===== src/source/segment_pkg.sv =====
`default_nettype none

package segment_pkg;

	////////////////////////////////////////////////////////////
	// Display geometry.
	////////////////////////////////////////////////////////////

	localparam int num_segments = 6; // Segments per digit, dot excluded.
	localparam int num_digits = 4;

	////////////////////////////////////////////////////////////
	// Input conditioning.
	////////////////////////////////////////////////////////////

	localparam int sync_stages = 2; // Flip-flops ahead of any logic.
	localparam int debounce_cycles = 16; // Stable clocks before a switch level is taken.

	////////////////////////////////////////////////////////////
	// Types.
	////////////////////////////////////////////////////////////

	typedef logic [num_segments-1:0] seg_t; // Bit i drives segment i.
	typedef logic [2:0] pos_t; // Lit position, 0 to 5.
	typedef logic [1:0] digit_sel_t; // sw_h is the high bit.
	typedef logic [4:0] debounce_count_t;

	localparam pos_t max_position = pos_t'(num_segments - 1); // Wraps to 0 after this.

	// Display styles, stepped in this order by the mode button.
	typedef enum logic [1:0]
	{
		mode_single,
		mode_gap,
		mode_off
	} mode_t;

endpackage

`default_nettype wire


===== src/source/debouncer.sv =====
`timescale 1ns/100ps
`default_nettype none

module debouncer
(
	input logic clk,
	input logic reset,
	input logic in,
	output logic out
);

	import segment_pkg::*;

	logic [sync_stages-1:0] sync_chain;
	logic synced;
	logic level_differs;
	logic accept;
	debounce_count_t stable_count;
	debounce_count_t stable_count_next;

	////////////////////////////////////////////////////////////
	// Synchronizer.
	////////////////////////////////////////////////////////////

	always_ff @(posedge clk)
	begin
		if (reset)
		begin
			sync_chain <= '0;
		end
		else
		begin
			sync_chain <= {sync_chain[sync_stages-2:0], in}; // Shift in at bit 0.
		end
	end

	assign synced = sync_chain[sync_stages-1];

	////////////////////////////////////////////////////////////
	// Stability counter.
	////////////////////////////////////////////////////////////

	assign level_differs = (synced != out);
	assign stable_count_next = stable_count + debounce_count_t'(1);

	// Sixteenth differing sample in a row.
	assign accept = level_differs && (stable_count_next == debounce_count_t'(debounce_cycles));

	always_ff @(posedge clk)
	begin
		if (reset)
		begin
			stable_count <= '0;
		end
		else if (!level_differs || accept)
		begin
			stable_count <= '0; // Glitch ended, or level taken.
		end
		else
		begin
			stable_count <= stable_count_next;
		end
	end

	always_ff @(posedge clk)
	begin
		if (reset)
		begin
			out <= 1'b0;
		end
		else if (accept)
		begin
			out <= synced;
		end
	end

endmodule

`default_nettype wire


===== src/source/rising_edge.sv =====
`timescale 1ns/100ps
`default_nettype none

module rising_edge
(
	input logic clk,
	input logic reset,
	input logic in,
	output logic out
);

	import segment_pkg::*;

	logic [sync_stages-1:0] sync_chain;
	logic synced;
	logic history; // Synced level one clock ago.

	assign synced = sync_chain[sync_stages-1];

	always_ff @(posedge clk)
	begin
		if (reset)
		begin
			sync_chain <= '0;
			history <= 1'b0;
			out <= 1'b0;
		end
		else
		begin
			sync_chain <= {sync_chain[sync_stages-2:0], in};
			history <= synced;
			out <= synced && !history; // High for the first clock of a press only.
		end
	end

endmodule

`default_nettype wire


===== src/source/segment_driver_c.sv =====
`timescale 1ns/100ps
`default_nettype none

module segment_driver_c
(
	input logic clk,
	input logic reset,

	input logic btn_next_segment_re,
	input logic btn_mode_re,

	output segment_pkg::seg_t segments
);

	import segment_pkg::*;

	pos_t position;
	pos_t position_next;
	mode_t mode;
	mode_t mode_next;

	// Segment levels for one position and style.
	function automatic seg_t segment_pattern(input pos_t pos, input mode_t style);
		seg_t lit;
		seg_t pattern;
		lit = seg_t'(1) << pos;
		case (style)
			mode_single:
			begin
				pattern = lit;
			end
			mode_gap:
			begin
				pattern = ~lit; // Everything but the position.
			end
			default:
			begin
				pattern = '0;
			end
		endcase
		return pattern;
	endfunction

	////////////////////////////////////////////////////////////
	// Next position and mode.
	////////////////////////////////////////////////////////////

	always_comb
	begin
		position_next = position;
		if (btn_next_segment_re)
		begin
			if (position == max_position)
			begin
				position_next = '0;
			end
			else
			begin
				position_next = position + pos_t'(1);
			end
		end
	end

	always_comb
	begin
		mode_next = mode;
		if (btn_mode_re)
		begin
			case (mode)
				mode_single:
				begin
					mode_next = mode_gap;
				end
				mode_gap:
				begin
					mode_next = mode_off;
				end
				default:
				begin
					mode_next = mode_single; // Off wraps back.
				end
			endcase
		end
	end

	////////////////////////////////////////////////////////////
	// State and output registers.
	////////////////////////////////////////////////////////////

	always_ff @(posedge clk)
	begin
		if (reset)
		begin
			position <= '0;
			mode <= mode_single;
			segments <= segment_pattern('0, mode_single);
		end
		else
		begin
			position <= position_next;
			mode <= mode_next;
			segments <= segment_pattern(position_next, mode_next); // Shows the update at once.
		end
	end

endmodule

`default_nettype wire


===== src/source/segment_driver_d.sv =====
`timescale 1ns/100ps
`default_nettype none

module segment_driver_d
(
	input logic clk,
	input logic reset,

	input logic btn_next_segment,
	input logic btn_mode,

	input logic sw_h,
	input logic sw_l,

	output segment_pkg::seg_t segments1,
	output logic dot1,
	output segment_pkg::seg_t segments2,
	output logic dot2,
	output segment_pkg::seg_t segments3,
	output logic dot3,
	output segment_pkg::seg_t segments4,
	output logic dot4
);

	import segment_pkg::*;

	digit_sel_t active;
	logic next_segment_pulse;
	logic mode_pulse;

	logic [num_digits-1:0] digit_enable;
	logic [num_digits-1:0] next_segment_gated;
	logic [num_digits-1:0] mode_gated;

	////////////////////////////////////////////////////////////
	// Input conditioning.
	////////////////////////////////////////////////////////////

	debouncer debouncer_h
	(
		.clk(clk),
		.reset(reset),
		.in(sw_h),
		.out(active[1])
	);

	debouncer debouncer_l
	(
		.clk(clk),
		.reset(reset),
		.in(sw_l),
		.out(active[0])
	);

	rising_edge re_next_segment
	(
		.clk(clk),
		.reset(reset),
		.in(btn_next_segment),
		.out(next_segment_pulse)
	);

	rising_edge re_mode
	(
		.clk(clk),
		.reset(reset),
		.in(btn_mode),
		.out(mode_pulse)
	);

	////////////////////////////////////////////////////////////
	// Digit select.
	////////////////////////////////////////////////////////////

	always_comb
	begin
		for (int k = 0; k < num_digits; k++)
		begin
			digit_enable[k] = (active == digit_sel_t'(k));
		end
	end

	// A pulse reaches only the digit selected in that cycle.
	assign next_segment_gated = {num_digits{next_segment_pulse}} & digit_enable;
	assign mode_gated = {num_digits{mode_pulse}} & digit_enable;

	assign dot1 = digit_enable[0];
	assign dot2 = digit_enable[1];
	assign dot3 = digit_enable[2];
	assign dot4 = digit_enable[3];

	////////////////////////////////////////////////////////////
	// Digit drivers.
	////////////////////////////////////////////////////////////

	segment_driver_c segment_driver_c_0
	(
		.clk(clk),
		.reset(reset),

		.btn_next_segment_re(next_segment_gated[0]),
		.btn_mode_re(mode_gated[0]),

		.segments(segments1)
	);

	segment_driver_c segment_driver_c_1
	(
		.clk(clk),
		.reset(reset),

		.btn_next_segment_re(next_segment_gated[1]),
		.btn_mode_re(mode_gated[1]),

		.segments(segments2)
	);

	segment_driver_c segment_driver_c_2
	(
		.clk(clk),
		.reset(reset),

		.btn_next_segment_re(next_segment_gated[2]),
		.btn_mode_re(mode_gated[2]),

		.segments(segments3)
	);

	segment_driver_c segment_driver_c_3
	(
		.clk(clk),
		.reset(reset),

		.btn_next_segment_re(next_segment_gated[3]),
		.btn_mode_re(mode_gated[3]),

		.segments(segments4)
	);

endmodule

`default_nettype wire


===== config.mk =====
export PLATFORM = sky130hd
export DESIGN_NAME = segment_driver_d
export DESIGN_NICKNAME = d
export VERILOG_FILES = /design/src/source/segment_pkg.sv /design/src/source/debouncer.sv /design/src/source/rising_edge.sv /design/src/source/segment_driver_c.sv /design/src/source/segment_driver_d.sv
export SDC_FILE = /design/constraint.sdc
export NUM_CORES = 1
export LEC_CHECK = 0
export BUFFER_PORTS_ARGS = -buffer_cell sky130_fd_sc_hd__buf_2
export CAP_MARGIN = 20
export CORE_MARGIN = 3
export CORE_UTILIZATION = 40
export CTS_CLUSTER_DIAMETER = 50
export DETAILED_ROUTE_END_ITERATION = 8
export PLACE_DENSITY = 0.62
export SETUP_SLACK_MARGIN = 0.05
export SYNTH_ARGS = -nofsm -noshare
export SYNTH_HDL_FRONTEND = slang
export SYNTH_SLANG_ARGS = --single-unit

===== constraint.sdc =====
create_clock -name clk -period 1.7 [get_ports clk]
set_input_delay 0.34 -clock clk [delete_from_list [all_inputs] [get_ports clk]]
set_output_delay 0.34 -clock clk [all_outputs]
set_load 0.005 [all_outputs]

==> metrics.md <==
| Metric | Value |
|---|---|
| Die height | `approximately 96 um` |
| Relative max-transition margin | `61.8%` |
| CP arrival | `1.93 ns` |
| Crit-path slowest cell | `dfxtp_4` |
| Post-synth top area share | `around 42%` |
| DR WL/cell | `about 13 um` |
| # IOs | `34` |
| Slew at the pin with the worst max-slew slack | `about 0.57 ns` |
| Placed Area | `approximately 3600 sq um` |
| Antenna cells | `0` |
| Row count | `32` |
| Global route hottest layer | `met2` |
| R2r worst-path depth | `6` |
| Number of synthesized flops with an enable pin | `0` |
| Yosys reg bits | `68` |
| Critical R2R Capture | `segment_driver_c_0.segments[0]$_SDFF_PP1_` |
| Largest net degree at the start of global routing | `22` |
| Full die area | `just over 9000 sq um` |
| Worst skew pair latency | `between 0.3 and 0.4 ns` |
| CTS tree | `yes` |
| Commonest cells post-synth | `dfxtp_1 (68), nor2_1 (47), nand2_1 (45)` |
| Core box area | `roughly 7800 sq um` |
| CP Launch Type | `flip-flop` |
| Clock Skews | `0.00600 ns` |
| Synthesized area | `3230 sq um` |
| DR iter-0 viols | `93` |
| Crit end category | `flip-flop` |
| Yosys top cell by area | `dfxtp_1` |
| Syn avg cell area | `8.44 sq um` |
| Final ANT Viol Nets | `0` |
| Power Dens Cells | `approximately 820 nW/um^2` |
| Fmax | `approximately 590 MHz` |
| YS warnings | `0` |
| Synth unique cells | `53` |
| Reg2Reg Setup Slack | `0.006 ns` |
| Gpl congestion | `0.797` |
| Initial antenna violation count | `0` |
| Reg2reg start | `debouncer_h.out$_SDFFE_PP0P_` |
| Detailed Route WL | `about 6700 um` |
| Share of cells above drive strength 1 | `between 20% and 30%` |
| Final Critical Period | `~1.7 ns` |
| Final setup violation count | `0` |
| Pre-Repair DR Iteration Count | `4` |
| GRT Total Usage | `between 10% and 20%` |
| Tightest Hold Check Type | `in2reg` |
| Routed vias/inst | `~5.1` |
| Outcome | `finished clean` |
| CP bufs+invs | `1` |
| Cell family with the largest share of critical-path delay | `compound AO/OA/AOI/OAI gates` |
| Clock sinks | `68` |
| Largest fanout on the critical path | `8` |
| CTS Hold Bufs | `0` |
| Pins Over Slew Limit | `0` |
| Area contributors post-synth | `dfxtp_1 (42%), nor2_1 (5.5%), nand2_1 (5.2%)` |
| DP Wirelength | `about 4500 um` |
| GR Layer Usage met1 | `roughly 20%` |
| WS Path Type | `reg2reg` |
| Most used flip-flop cell after synthesis | `dfxtp_1` |
| Reg clk slew, reported paths | `about 0.07 ns` |
| Cells after Synth | `~380` |
| Met2 usage | `between 20% and 30%` |
| H-tree Lvls | `3` |
| Most common cell in the synthesized netlist | `dfxtp_1` |
| Final hold viol count | `0` |
| RSZ-0062 raised after global routing | `true` |
| Die X | `roughly 96 um` |
| Vias in the first global route | `around 2500` |
| Max incr delay on CP | `0.37 ns` |
| Max-cap violations | `0` |
| Syn nets | `between 300 and 400` |
| Via count | `around 2700` |
| Worst Hold End | `debouncer_l.sync_chain[0]$_SDFF_PP0_` |
| Min-Delay Path Depth | `2` |
| Crit share post-route | `between 90% and 100%` |
| Worst hold margin | `about 0.19 ns` |
| Clock Path Buffers | `2` |
| Global route overflow | `0` |
| Fin Setup TNS | `0 ns` |
| CTS Buf Count | `9` |
| Area Growth Syn to Fin | `19.9%` |
| Critical path, cell by cell | `buf_4, nor3b_4, nor4_1, a31oi_1, a21oi_1, a2111o_1` |
| Port-buffer cells | `33` |
| Initial core utilization | `between 40% and 50%` |
| Async set-reset flop share out of synthesis | `0%` |
| Peak VDD IR | `roughly 0.35 mV` |
| Final net count | `roughly 440` |
| First-pass GRT wire length | `approximately 11000 um` |
| Static Leak | `between 1.5 and 2 nW` |
| Met3 global-route usage | `roughly 5.4%` |
| Clock root buffer master | `clkbuf_8` |
| Design area | `~3900 sq um` |
| Hold_sp | `sw_l` |
| Drt drc | `0` |
| Seq/Total Area, Yosys | `~42%` |
| Critical Path RT | `around 1.9 ns` |
-- per-layer routing --
layer,share of wire (%),wire (um)
met3,4.7,316
met4,1.3,86
met1,49,3240
met5,0,0
met2,45,3040
-- registers in the layout, summed over array words and instances, names as in the netlist, 3 cells and up --
register	count
segment_driver_c_0.segments	6
segment_driver_c_1.segments	6
segment_driver_c_2.segments	6
segment_driver_c_3.segments	6
debouncer_h.stable_count	5
debouncer_l.stable_count	5
segment_driver_c_0.position	3
segment_driver_c_1.position	3
segment_driver_c_2.position	3
segment_driver_c_3.position	3
-- power by group --
part	internal, W	switching [W]	total [W]
Clock	0.000819	0.000635	0.00145
Sequential	0.00161	0.0000117	0.00162
Combinational	0.0000426	0.0000581	0.000101
-- area by class of cell --
cell class	instances	area (sq um)
Fill cell	765	3890
Timing Repair Buffer	56	350
Sequential cell	68	1370
Inverter	4	15.0
Tap cell	102	128
Clock inverter	7	91.3
Multi-Input combinational cell	287	1800
Clock buffer	9	124
-- stage by stage --
stage | utilization [%] | power (W) | worst slack (ns) | cells
floorplan | - | 0.00172 | 0.116 | 383
global placement | 45.9 | 0.00175 | 0.0561 | 514
detailed placement | 45.9 | 0.00176 | -0.00776 | 514
CTS | 48.9 | 0.00323 | 0.0520 | 530
global route | 49.9 | 0.00332 | -0.0955 | 533
finish | 49.9 | 0.00318 | 0.00624 | 533
-- layout by cell type (no fill, tap or decap), types with 4 or more instances in the layout --
cell type	count
a21oi_1	22
and2_1	4
buf_2	33
buf_4	22
clkbuf_8	9
dfxtp_1	65
ha_1	4
inv_1	4
mux2i_1	8
nand2_1	45
nand2b_1	9
nand3_1	7
nand3b_1	5
nor2_1	46
nor2b_1	15
nor3_1	9
nor3b_1	7
nor3b_2	4
nor4_1	6
o21ai_0	13
o21bai_1	9
o22ai_1	7
xnor2_1	11
xor2_1	7
-- how the worst max path moves through the flow --
| stage | cells after the start | slack (ns) | to | from |
|---|---|---|---|---|
| after floorplan | 7 | 0.12 | segment_driver_c_3.segments[2]$_SDFF_PP0_ | debouncer_h.out$_SDFFE_PP0P_ |
| after global placement | 6 | 0.06 | segment_driver_c_0.segments[0]$_SDFF_PP1_ | debouncer_h.out$_SDFFE_PP0P_ |
| after detailed placement | 6 | -0.008 | segment_driver_c_0.segments[0]$_SDFF_PP1_ | debouncer_h.out$_SDFFE_PP0P_ |
| after CTS | 6 | 0.05 | segment_driver_c_0.segments[0]$_SDFF_PP1_ | debouncer_h.out$_SDFFE_PP0P_ |
| after global routing | 6 | -0.1 | segment_driver_c_0.segments[0]$_SDFF_PP1_ | debouncer_h.out$_SDFFE_PP0P_ |
| final | 6 | 0.006 | segment_driver_c_0.segments[0]$_SDFF_PP1_ | debouncer_h.out$_SDFFE_PP0P_ |
-- kinds of logic (layout without fill, tap and decap cells) --
logic type / after synthesis / count (layout) / share of synthesized area (%)
muxes: 9 / 9 / 2.83
buffers and inverters: 28 / 76 / 4.18
and+or+nand+nor: 183 / 183 / 30.0
xor gates and xnor gates: 18 / 18 / 4.88
AOI/OAI and AO/OA: 73 / 73 / 14.5
DFF: 68 / 68 / 42.1
adders and majority gates: 4 / 4 / 1.55
-- repair_timing --
action                                  4_1_cts  5_1_grt
pin swaps                                     0        3
buffers inserted                              0        3
gates resized for setup                       3       14
endpoints found under the setup margin       14       20
Power figures use the tool's default switching activity.
